[config.mk]
export PLATFORM = sky130hd
export DESIGN_NAME = core_ctrl
export DESIGN_NICKNAME = d
export VERILOG_FILES = /design/src/rtl/ctrl_pkg.sv /design/src/rtl/hazard_pkg.sv /design/src/rtl/core_ctrl.sv /design/src/rtl/ctrl_fsm.sv /design/src/rtl/fwd_unit.sv /design/src/rtl/stall_unit.sv
export VERILOG_INCLUDE_DIRS = /design/src /design/src/rtl
export SDC_FILE = /design/constraint.sdc
export NUM_CORES = 1
export LEC_CHECK = 0
export ABC_CLOCK_PERIOD_IN_PS = 3200
export BUFFER_PORTS_ARGS = -buffer_cell sky130_fd_sc_hd__buf_2
export CAP_MARGIN = 20
export CELL_PAD_IN_SITES_DETAIL_PLACEMENT = 1
export CELL_PAD_IN_SITES_GLOBAL_PLACEMENT = 2
export CORE_MARGIN = 4
export CORE_UTILIZATION = 18
export CTS_CLUSTER_SIZE = 16
export DETAILED_ROUTE_END_ITERATION = 12
export PLACE_DENSITY_LB_ADDON = 0.05
export RECOVER_POWER = 50
export SYNTH_ARGS = -nofsm -noshare
export SYNTH_HDL_FRONTEND = slang
export SYNTH_HIERARCHICAL = 1
export SYNTH_SLANG_ARGS = --single-unit
[constraint.sdc]
create_clock -name clk -period 3.2 [get_ports clk]
set_input_delay 0.64 -clock clk [delete_from_list [all_inputs] [get_ports clk]]
set_output_delay 0.64 -clock clk [all_outputs]
set_load 0.02 [all_outputs]
[src/rtl/core_ctrl_params.svh]
/* core controller width definitions
   register address, interrupt id, cause word and pc select widths */
`ifndef CORE_CTRL_PARAMS_SVH
`define CORE_CTRL_PARAMS_SVH

////////////////////
// register file
////////////////////

// 6 bit address so the fp registers fit in the same space
`define REG_ADDR_W 6

////////////////////
// traps
////////////////////

`define IRQ_ID_W 5
// interrupt id plus the top irq bit
`define CAUSE_W 6
`define PC_MUX_W 3

`endif

[src/rtl/ctrl_pkg.sv]
/* controller types
   pc select, fsm states, trap cause word and decoder strobes */
`include "core_ctrl_params.svh"

package ctrl_pkg;

  // pc source steered into the fetch stage
  typedef enum logic [`PC_MUX_W-1:0] {
    PC_BOOT      = 3'd0,
    PC_JUMP      = 3'd1,
    PC_BRANCH    = 3'd2,
    PC_EXCEPTION = 3'd3,
    PC_MRET      = 3'd4
  } pc_sel_e;

  // controller states, machine mode only
  typedef enum logic [3:0] {
    ST_RESET, ST_BOOT_SET, ST_WAIT_SLEEP, ST_SLEEP, ST_FIRST_FETCH,
    ST_DECODE, ST_IRQ_FLUSH, ST_IRQ_TAKEN_ID, ST_IRQ_TAKEN_IF,
    ST_FLUSH_EX, ST_FLUSH_WB
  } ctrl_state_e;

  // synchronous exception codes
  typedef enum logic [`CAUSE_W-2:0] {
    EXC_ILLEGAL_INSN = 5'd2,
    EXC_ECALL_MMODE  = 5'd11
  } exc_cause_e;

  typedef struct packed {
    logic                is_irq;
    logic [`IRQ_ID_W-1:0] id;
  } irq_cause_t;

  typedef struct packed {
    logic       is_irq;
    exc_cause_e code;
  } exc_cause_t;

  // one cause word, the top bit tells which view holds
  typedef union packed {
    irq_cause_t irq;
    exc_cause_t exc;
  } cause_u;

  // decoder strobes for the instruction in id
  typedef struct packed {
    logic illegal;
    logic ecall;
    logic mret;
    logic pipe_flush;
    logic csr_status;
    logic jump;
    logic jalr;
    logic cond_branch;
  } dec_flags_t;

  // pending interrupt from the interrupt controller
  typedef struct packed {
    logic                 req;
    logic [`IRQ_ID_W-1:0] id;
    logic                 m_ie;
  } irq_req_t;

endpackage

[src/rtl/hazard_pkg.sv]
/* hazard types
   operand forwarding selects and register write status bundles */
`include "core_ctrl_params.svh"

package hazard_pkg;

  // operand source in the id stage
  typedef enum logic [1:0] {
    SEL_REGFILE = 2'b00,
    SEL_FW_EX   = 2'b01,
    SEL_FW_WB   = 2'b10
  } fwd_sel_e;

  // write status of the stages behind id
  typedef struct packed {
    logic                   we_ex;
    logic                   we_wb;
    logic                   alu_we_fw;
    logic [`REG_ADDR_W-1:0] ex_waddr;
    logic                   wb_ready;
  } rf_wr_stat_t;

  // one destination compared against operands a, b and c
  typedef struct packed {
    logic a;
    logic b;
    logic c;
  } op_hit_t;

  typedef struct packed {
    op_hit_t ex;
    op_hit_t wb;
    op_hit_t alu;
  } op_match_t;

endpackage

[src/rtl/core_ctrl.sv]
/* core controller top
   joins the control fsm, the stall unit and the forwarding unit */
`timescale 1ns/10ps
`include "core_ctrl_params.svh"

module core_ctrl import ctrl_pkg::*, hazard_pkg::*;
(
  input  logic                   clk,
  input  logic                   rst_n,
  input  logic                   fetch_enable_i,
  input  logic                   instr_valid_i,
  input  logic                   id_ready_i,
  input  logic                   ex_valid_i,
  input  logic                   branch_taken_ex_i,
  input  logic                   irq_wake_i,
  input  dec_flags_t             dec_i,
  input  irq_req_t               irq_req_i,
  input  logic                   data_req_ex_i,
  input  logic                   data_misaligned_i,
  input  logic                   mult_multicycle_i,
  input  logic [`REG_ADDR_W-1:0] id_waddr_i,
  input  rf_wr_stat_t            rf_stat_i,
  input  op_match_t              match_i,

  output logic                   instr_req_o,
  output logic                   pc_set_o,
  output pc_sel_e                pc_mux_o,
  output logic                   halt_if_o,
  output logic                   halt_id_o,
  output logic                   busy_o,
  output logic                   irq_ack_o,
  output logic                   exc_ack_o,
  output logic                   csr_save_if_o,
  output logic                   csr_save_id_o,
  output logic                   csr_save_cause_o,
  output cause_u                 csr_cause_o,
  output logic                   csr_restore_mret_o,
  output logic                   deassert_we_o,
  output logic                   load_stall_o,
  output logic                   jr_stall_o,
  output logic                   misaligned_stall_o,
  output fwd_sel_e               fwd_a_o,
  output fwd_sel_e               fwd_b_o,
  output fwd_sel_e               fwd_c_o
);

  logic is_decoding;

  // second beat of a misaligned access holds id
  assign misaligned_stall_o = data_misaligned_i;

  ctrl_fsm u_ctrl_fsm (
    .clk                (clk),
    .rst_n              (rst_n),
    .fetch_enable_i     (fetch_enable_i),
    .instr_valid_i      (instr_valid_i),
    .id_ready_i         (id_ready_i),
    .ex_valid_i         (ex_valid_i),
    .branch_taken_ex_i  (branch_taken_ex_i),
    .irq_wake_i         (irq_wake_i),
    .dec_i              (dec_i),
    .irq_req_i          (irq_req_i),
    .jr_stall_i         (jr_stall_o),
    .instr_req_o        (instr_req_o),
    .pc_set_o           (pc_set_o),
    .pc_mux_o           (pc_mux_o),
    .halt_if_o          (halt_if_o),
    .halt_id_o          (halt_id_o),
    .busy_o             (busy_o),
    .irq_ack_o          (irq_ack_o),
    .exc_ack_o          (exc_ack_o),
    .csr_save_if_o      (csr_save_if_o),
    .csr_save_id_o      (csr_save_id_o),
    .csr_save_cause_o   (csr_save_cause_o),
    .csr_cause_o        (csr_cause_o),
    .csr_restore_mret_o (csr_restore_mret_o),
    .is_decoding_o      (is_decoding)
  );

  // hazards on the instruction currently in id
  stall_unit u_stall_unit (
    .is_decoding_i (is_decoding),
    .dec_i         (dec_i),
    .data_req_ex_i (data_req_ex_i),
    .id_waddr_i    (id_waddr_i),
    .rf_stat_i     (rf_stat_i),
    .match_i       (match_i),
    .deassert_we_o (deassert_we_o),
    .load_stall_o  (load_stall_o),
    .jr_stall_o    (jr_stall_o)
  );

  fwd_unit u_fwd_unit (
    .data_misaligned_i (data_misaligned_i),
    .mult_multicycle_i (mult_multicycle_i),
    .rf_stat_i         (rf_stat_i),
    .match_i           (match_i),
    .fwd_a_o           (fwd_a_o),
    .fwd_b_o           (fwd_b_o),
    .fwd_c_o           (fwd_c_o)
  );

endmodule

[src/rtl/ctrl_fsm.sv]
/* main controller fsm
   steers fetch, pipeline flushes, exceptions, mret and interrupt entry */
`timescale 1ns/10ps

module ctrl_fsm import ctrl_pkg::*;
(
  input  logic       clk,
  input  logic       rst_n,

  input  logic       fetch_enable_i,
  input  logic       instr_valid_i,
  input  logic       id_ready_i,
  input  logic       ex_valid_i,
  input  logic       branch_taken_ex_i,
  input  logic       irq_wake_i,
  input  dec_flags_t dec_i,
  input  irq_req_t   irq_req_i,
  input  logic       jr_stall_i,

  output logic       instr_req_o,
  output logic       pc_set_o,
  output pc_sel_e    pc_mux_o,
  output logic       halt_if_o,
  output logic       halt_id_o,
  output logic       busy_o,
  output logic       irq_ack_o,
  output logic       exc_ack_o,
  output logic       csr_save_if_o,
  output logic       csr_save_id_o,
  output logic       csr_save_cause_o,
  output cause_u     csr_cause_o,
  output logic       csr_restore_mret_o,
  output logic       is_decoding_o
);

  ctrl_state_e state_q, state_d;
  logic        jump_done_q, jump_done_d;
  logic        irq_en;
  logic        jump_dec;

  // machine mode only, so m_ie alone gates the request
  assign irq_en   = irq_req_i.req & irq_req_i.m_ie;
  // jal and jalr both know their target in decode
  assign jump_dec = dec_i.jump | dec_i.jalr;

  ////////////////////
  // next state
  ////////////////////

  always_comb
  begin
    state_d            = state_q;
    jump_done_d        = jump_done_q;
    instr_req_o        = 1'b1;
    pc_set_o           = 1'b0;
    pc_mux_o           = PC_BOOT;
    halt_if_o          = 1'b0;
    halt_id_o          = 1'b0;
    busy_o             = 1'b1;
    irq_ack_o          = 1'b0;
    exc_ack_o          = 1'b0;
    csr_save_if_o      = 1'b0;
    csr_save_id_o      = 1'b0;
    csr_save_cause_o   = 1'b0;
    csr_cause_o        = '0;
    csr_restore_mret_o = 1'b0;
    is_decoding_o      = 1'b0;

    unique case (state_q)
      // idle until fetch is enabled, boot pc held on the mux
      ST_RESET:
      begin
        instr_req_o = 1'b0;
        busy_o      = 1'b0;
        pc_set_o    = 1'b1;
        if (fetch_enable_i)
          state_d = ST_BOOT_SET;
      end

      // load the boot address and start fetching
      ST_BOOT_SET:
      begin
        pc_set_o = 1'b1;
        state_d  = ST_FIRST_FETCH;
      end

      ST_WAIT_SLEEP,
      ST_SLEEP:
      begin
        instr_req_o = 1'b0;
        busy_o      = 1'b0;
        halt_if_o   = 1'b1;
        halt_id_o   = 1'b1;
        if (state_q == ST_WAIT_SLEEP)
          state_d = ST_SLEEP;
        // any interrupt line wakes the core, enable or not
        else if (irq_wake_i)
          state_d = ST_FIRST_FETCH;
      end

      // wait for the first instruction to reach id
      ST_FIRST_FETCH:
      begin
        if (id_ready_i)
          state_d = ST_DECODE;
        // pipeline is empty here, so the irq is taken straight from if
        if (irq_en)
        begin
          halt_if_o = 1'b1;
          halt_id_o = 1'b1;
          state_d   = ST_IRQ_TAKEN_IF;
        end
      end

      ST_DECODE:
      begin
        if (branch_taken_ex_i)
        begin
          // id holds a wrong-path instruction, redirect only
          pc_set_o = 1'b1;
          pc_mux_o = PC_BRANCH;
        end
        else if (instr_valid_i)
        begin
          is_decoding_o = 1'b1;
          if (irq_en)
          begin
            halt_if_o = 1'b1;
            halt_id_o = 1'b1;
            state_d   = ST_IRQ_FLUSH;
          end
          else if (jump_dec)
          begin
            pc_mux_o = PC_JUMP;
            // wait out a jr hazard, and redirect only once per jump
            if (!jr_stall_i && !jump_done_q)
            begin
              pc_set_o    = 1'b1;
              jump_done_d = 1'b1;
            end
          end
          else if (dec_i.pipe_flush)
          begin
            halt_if_o = 1'b1;
            halt_id_o = 1'b1;
            state_d   = ST_FLUSH_EX;
          end
          else if (dec_i.ecall || dec_i.illegal)
          begin
            halt_if_o               = 1'b1;
            halt_id_o               = 1'b1;
            csr_save_id_o           = 1'b1;
            csr_save_cause_o        = 1'b1;
            csr_cause_o.exc.is_irq  = 1'b0;
            csr_cause_o.exc.code    = dec_i.ecall ? EXC_ECALL_MMODE : EXC_ILLEGAL_INSN;
            state_d                 = ST_FLUSH_EX;
          end
          else if (dec_i.mret)
          begin
            halt_if_o          = 1'b1;
            halt_id_o          = 1'b1;
            csr_restore_mret_o = 1'b1;
            state_d            = ST_FLUSH_EX;
          end
          else if (dec_i.csr_status)
          begin
            // status write may change m_ie, drain before the next fetch
            halt_if_o = 1'b1;
            state_d   = id_ready_i ? ST_FLUSH_EX : ST_DECODE;
          end
        end
      end

      // let ex finish so csr state is settled
      ST_FLUSH_EX:
      begin
        halt_if_o = 1'b1;
        halt_id_o = 1'b1;
        if (ex_valid_i)
          state_d = ST_FLUSH_WB;
      end

      // id still holds the flushing instruction, its strobes pick the target
      ST_FLUSH_WB:
      begin
        halt_if_o = 1'b1;
        halt_id_o = 1'b1;
        if (dec_i.ecall || dec_i.illegal)
        begin
          pc_set_o = 1'b1;
          pc_mux_o = PC_EXCEPTION;
        end
        else if (dec_i.mret)
        begin
          pc_set_o = 1'b1;
          pc_mux_o = PC_MRET;
        end
        // wfi parks the core, everything else resumes
        state_d = dec_i.pipe_flush ? ST_WAIT_SLEEP : ST_DECODE;
      end

      ST_IRQ_FLUSH:
      begin
        halt_if_o = 1'b1;
        halt_id_o = 1'b1;
        state_d   = ST_IRQ_TAKEN_ID;
      end

      // save the epc from id or if, jump to the handler
      ST_IRQ_TAKEN_ID,
      ST_IRQ_TAKEN_IF:
      begin
        pc_set_o               = 1'b1;
        pc_mux_o               = PC_EXCEPTION;
        csr_save_cause_o       = 1'b1;
        csr_cause_o.irq.is_irq = 1'b1;
        csr_cause_o.irq.id     = irq_req_i.id;
        csr_save_id_o          = (state_q == ST_IRQ_TAKEN_ID);
        csr_save_if_o          = (state_q == ST_IRQ_TAKEN_IF);
        irq_ack_o              = 1'b1;
        exc_ack_o              = 1'b1;
        state_d                = ST_DECODE;
      end

      default:
      begin
        instr_req_o = 1'b0;
        state_d     = ST_RESET;
      end
    endcase
  end

  ////////////////////
  // state registers
  ////////////////////

  always_ff @(posedge clk or negedge rst_n)
  begin
    if (!rst_n)
    begin
      state_q     <= ST_RESET;
      jump_done_q <= 1'b0;
    end
    else
    begin
      state_q     <= state_d;
      // drop once the jump has left id
      jump_done_q <= jump_done_d & ~id_ready_i;
    end
  end

  // no branch prediction, so ex cannot resolve two taken branches back to back
  assert property (@(posedge clk) disable iff (!rst_n)
    branch_taken_ex_i |=> !branch_taken_ex_i)
    else $error("taken branch in two consecutive cycles");

  // trap entry only from the flush and irq states, never straight from decode
  assert property (@(posedge clk) disable iff (!rst_n)
    (state_q == ST_DECODE) |-> !(pc_set_o && pc_mux_o == PC_EXCEPTION))
    else $error("exception pc set while in decode");

endmodule

[src/rtl/fwd_unit.sv]
/* operand forwarding select
   picks regfile, ex or wb data for operands a, b and c */
`timescale 1ns/10ps

module fwd_unit import hazard_pkg::*;
(
  input  logic        data_misaligned_i,
  input  logic        mult_multicycle_i,
  input  rf_wr_stat_t rf_stat_i,
  input  op_match_t   match_i,

  output fwd_sel_e    fwd_a_o,
  output fwd_sel_e    fwd_b_o,
  output fwd_sel_e    fwd_c_o
);

  // alu forward is younger than wb, so it wins
  function automatic fwd_sel_e pick_src(input logic wb_hit, input logic alu_hit);
    fwd_sel_e sel;
    sel = SEL_REGFILE;
    if (rf_stat_i.we_wb && wb_hit)
      sel = SEL_FW_WB;
    if (rf_stat_i.alu_we_fw && alu_hit)
      sel = SEL_FW_EX;
    return sel;
  endfunction

  always_comb
  begin
    fwd_a_o = pick_src(match_i.wb.a, match_i.alu.a);
    fwd_b_o = pick_src(match_i.wb.b, match_i.alu.b);
    fwd_c_o = pick_src(match_i.wb.c, match_i.alu.c);

    // second half of a misaligned access reuses the ex address
    if (data_misaligned_i)
    begin
      fwd_a_o = SEL_FW_EX;
      fwd_b_o = SEL_REGFILE;
    end
    // multicycle mul keeps its partial result on operand c
    else if (mult_multicycle_i)
    begin
      fwd_c_o = SEL_FW_EX;
    end
  end

endmodule

[src/rtl/stall_unit.sv]
/* stall detection
   load-use and jump-register hazards with write-enable suppression */
`timescale 1ns/10ps
`include "core_ctrl_params.svh"

module stall_unit import ctrl_pkg::*, hazard_pkg::*;
(
  input  logic                   is_decoding_i,
  input  dec_flags_t             dec_i,
  input  logic                   data_req_ex_i,
  input  logic [`REG_ADDR_W-1:0] id_waddr_i,
  input  rf_wr_stat_t            rf_stat_i,
  input  op_match_t              match_i,

  output logic                   deassert_we_o,
  output logic                   load_stall_o,
  output logic                   jr_stall_o
);

  logic load_pending;
  logic load_hit;
  logic jr_hit;

  // a load in ex, or a wb write that has not landed yet
  assign load_pending = (data_req_ex_i & rf_stat_i.we_ex) |
                        (~rf_stat_i.wb_ready & rf_stat_i.we_wb);

  // id reads the load target, or writes it and would race the load (waw)
  assign load_hit = match_i.ex.a | match_i.ex.b | match_i.ex.c |
                    (is_decoding_i & (rf_stat_i.ex_waddr == id_waddr_i));

  assign load_stall_o = load_pending & load_hit;

  // jalr target comes from operand a before forwarding muxes
  // so any pending writer to it must drain first
  assign jr_hit = (rf_stat_i.we_wb & match_i.wb.a) |
                  (rf_stat_i.we_ex & match_i.ex.a) |
                  (rf_stat_i.alu_we_fw & match_i.alu.a);

  assign jr_stall_o = dec_i.jalr & jr_hit;

  // keep the stalled or invalid instruction from writing back
  assign deassert_we_o = ~is_decoding_i | dec_i.illegal | load_stall_o | jr_stall_o;

endmodule

==> summary by stage <==
Worst setup path
The required time at the endpoint of the critical path is 2.56 ns. The worst register-to-register path has a depth of 5. The kind of critical path is input port to output port.

The highest fanout seen on the critical path is 6. The data arrival time of the worst path is 2.08 ns. The worst register-to-register path has a setup slack of 1.25 ns. The slowest cell on the critical path is sky130_fd_sc_hd__nor4_1. The cell occurring most often along the worst timing path is sky130_fd_sc_hd__buf_2. The longest individual stage delay on the worst path is 0.44 ns.

The startpoint class of the critical path is an input port. STA classifies the critical path endpoint as an output port. The worst flop-to-flop path endpoint is u_ctrl_fsm/state_q[2]$_DFFE_PN0P_. The worst reg2reg path startpoint is u_ctrl_fsm/state_q[0]$_DFFE_PN0P_. The signal on the critical path passes through buf_2 > nand2_1 > nand4_1 > nor4_1 > o21ai_0 > nand2b_1 > buf_2.

Clock tree
The sink count of the clock tree is 5. The longest clock path from root to sink contains 2 buffers. In this run the number of H-tree levels came out at 1. The TritonCTS clock tree is done.

Buffers inserted to repair hold after CTS numbered 0. The clock reaches the later pin of the worst-skew pair after 0.22 ns. The buffers inserted during post-CTS setup optimization is 0. Once the clock tree was built, the resizer swapped 0 gates to a different size. The number of CTS-inserted buffers is 3. Clock-pin slew was measured on the worst setup and hold paths at 0.04 ns. The tree is rooted in a sky130_fd_sc_hd__clkbuf_8.

Detailed routing
The average wire length per cell after detail routing is 13.9 um. The remaining routing DRC violations is 0. The total wirelength of the detailed-routed design is 3950 um.

Before antenna repair, the detailed router went through 4 iterations. The count of nets left with antenna violations once routing finished came out at 0. The number of DRC markers after the initial detailed-route iteration is 44.

The detailed router placed 1,303 vias in this run. The via count normalized by instance count is 4.59.

STA
For the pin with the worst max-slew slack, the measured transition is 0.571 ns. Measured against its own limit, the worst slew margin works out to 61.6%. The total count of hold-check failures in the final report is 0. The final period demand of the worst path is 2.72 ns. The final number of max-transition violations came to 0.

The count of final setup violators is 0. The worst-case clock skew is 0.00311 ns. The final worst-path cycle share is 85.1%. Setup repair after global routing left no endpoint under its margin.

Based on the critical path, the design can be clocked at up to 367 MHz. The total negative setup slack is 0 ns.

GRT
The first global-routing pass estimated 6390 um of wire. The initial antenna violation count came to 0. Entering global routing, the biggest net connects 21 pins. The overall overflow remaining after global route is 0. The total routing usage reported by global routing is 12.5%.

The number of global-route vias before repair came to 1,393.

Place
Input and output buffers added on the ports amount to 79. The global placer's final weighted congestion is 0.742. Once placement finished, the instance area stood at 0.00138 sq mm.

The half-perimeter wire length of the detailed placement result is 3420 um.

Outcome
The flow ran to the end, and the final reports show no timing, DRC or antenna violations.

Final layout
In the final design database the tool counted 269 nets. Cells fill 29.0% of the core in the end. The number of antenna cells inserted is 0. The layout cell share with drive strength beyond 1 is 36.9%. From synthesis to final layout, the design area changed by 53.7%. The post-route cell area is 0.00140 sq mm.

Logic synthesis
For this run, asynchronously set or reset flops after synthesis account for 100%. Sequential cells were found to cover 13.8% of the synthesized design area. The most used flip-flop cell after synthesis is sky130_fd_sc_hd__dfrtp_1. The per-instance average area after synthesis is 6.63 sq um. Synthesis produced 137 cells. The net count after synthesis is 188.

The distinct cell type count of the synthesized netlist is 51. The synthesis warning total is 6. The cell area that synthesis handed to floorplanning was 908 sq um. The number of synthesized flops with an enable pin is 0. The flip-flop and latch count after synthesis is 5.

Run
Across the run, the number of max-cap violations was 0.

Hold path
The kind of path behind the tightest hold check is input port to async pin.

Die
The overall die height is 79.0 um. The floorplan step defined a die boundary enclosing 0.00625 sq mm. The row count is 25.

Measured along the x axis, the die boundary spans 79.0 um. The total area inside the core boundary comes to 0.00482 sq mm. For this configuration, the core starts out at a cell density of 18.9%. 81 I/O pins were placed.

Pwr
Summed over all cells, the static leakage comes to 0.701 nW. The maximum vdd ir drop is 0.000235 V. Dividing total power by cell area gives a power density of 690 mW/mm^2.
cells in the final DEF (no fill, tap or decap), types with 5 or more instances in the layout:
cell type	n
sky130_fd_sc_hd__buf_2	69
sky130_fd_sc_hd__o21ai_0	12
sky130_fd_sc_hd__nor2_1	13
sky130_fd_sc_hd__nand2_1	23
sky130_fd_sc_hd__nand2b_1	5
sky130_fd_sc_hd__inv_1	5
sky130_fd_sc_hd__clkbuf_1	11
sky130_fd_sc_hd__a21oi_1	9
sky130_fd_sc_hd__dfrtp_1	5
synth_stat cells, types with 3 or more instances:
cell,n,share of area [%]
sky130_fd_sc_hd__xnor2_1,3,2.9
sky130_fd_sc_hd__nor2b_1,3,2.1
sky130_fd_sc_hd__nand2_1,23,9.5
sky130_fd_sc_hd__nand2b_1,5,3.4
sky130_fd_sc_hd__nor2_1,13,5.4
sky130_fd_sc_hd__nor3_1,3,1.7
sky130_fd_sc_hd__inv_1,5,2.1
sky130_fd_sc_hd__a21oi_1,9,5.0
sky130_fd_sc_hd__clkbuf_1,3,1.2
sky130_fd_sc_hd__and3_1,4,2.8
sky130_fd_sc_hd__dfrtp_1,5,14
sky130_fd_sc_hd__and2_1,3,2.1
sky130_fd_sc_hd__o21ai_0,12,6.6
how the worst max path moves through the flow:
stage | to | slack, ns | cells after the start | start
4_1_cts | deassert_we_o | 0.46 | 7 | branch_taken_ex_i
5_1_grt | csr_save_cause_o | 0.28 | 7 | irq_req_i[0]
3_3_place_gp | deassert_we_o | 0.46 | 7 | branch_taken_ex_i
2_1_floorplan | deassert_we_o | 0.68 | 5 | instr_valid_i
6_report | csr_save_cause_o | 0.48 | 7 | irq_req_i[0]
3_5_place_dp | csr_save_cause_o | 0.46 | 7 | irq_req_i[0]
report_power, final:
group          total [mW]  internal [mW]  leakage, nW  switching (mW)
sequential         0.0996         0.0886       0.0634          0.0109
clock               0.114         0.0854       0.0228          0.0290
combinational       0.749          0.273        0.615           0.476
sequential cells by signal (all words and copies together) (netlist names):
name / count
u_ctrl_fsm/jump_done_q: 1
u_ctrl_fsm/state_q: 4
per-layer routing:
metal / part of all wire [%] / GRT usage, % / vias up
li1: - / - / 656
met3: 11 / 4.54 / 0
met5: 0 / 0 / -
met1: 43 / 15.6 / 588
met4: 0 / 1.55 / 0
met2: 47 / 21.3 / 59
logic make-up after synthesis:
group | Yosys count | share of synthesized area, %
AOI/OAI and AO/OA | 41 | 29.9
xor gates and xnor gates | 6 | 6.61
buffers and inverters | 12 | 5.92
DFF | 5 | 13.8
muxes | 2 | 3.31
and+or+nand+nor | 71 | 40.5
per-stage QoR:
| stage | setup slack (ns) | cells | hold WS (ns) | total power, mW |
|---|---|---|---|---|
| CTS | 0.458 | 284 | 0.226 | 1.01 |
| finish | 0.476 | 284 | 0.259 | 0.963 |
| floorplan | 0.679 | 137 | 0.344 | 0.629 |
| global route | 0.282 | 284 | 0.278 | 1.05 |
| global placement | 0.460 | 280 | 0.452 | 0.885 |
| detailed placement | 0.464 | 280 | 0.458 | 0.887 |
critical path, delay by kind of cell:
kind / cells / cell delay (ns)
AND/OR/NAND/NOR: 4 / 0.88
buffers and inverters: 2 / 0.27
AO/OA/AOI/OAI: 1 / 0.28
layout make-up:
class / instances / area [sq um]
fillers: 671 / 3420
multi-input cells: 120 / 711
clock buffers: 4 / 45.0
repair buffers: 83 / 413
inverters: 5 / 18.8
well taps: 67 / 83.8
flip-flops and latches: 5 / 125
(Power assumes the default switching activity.)
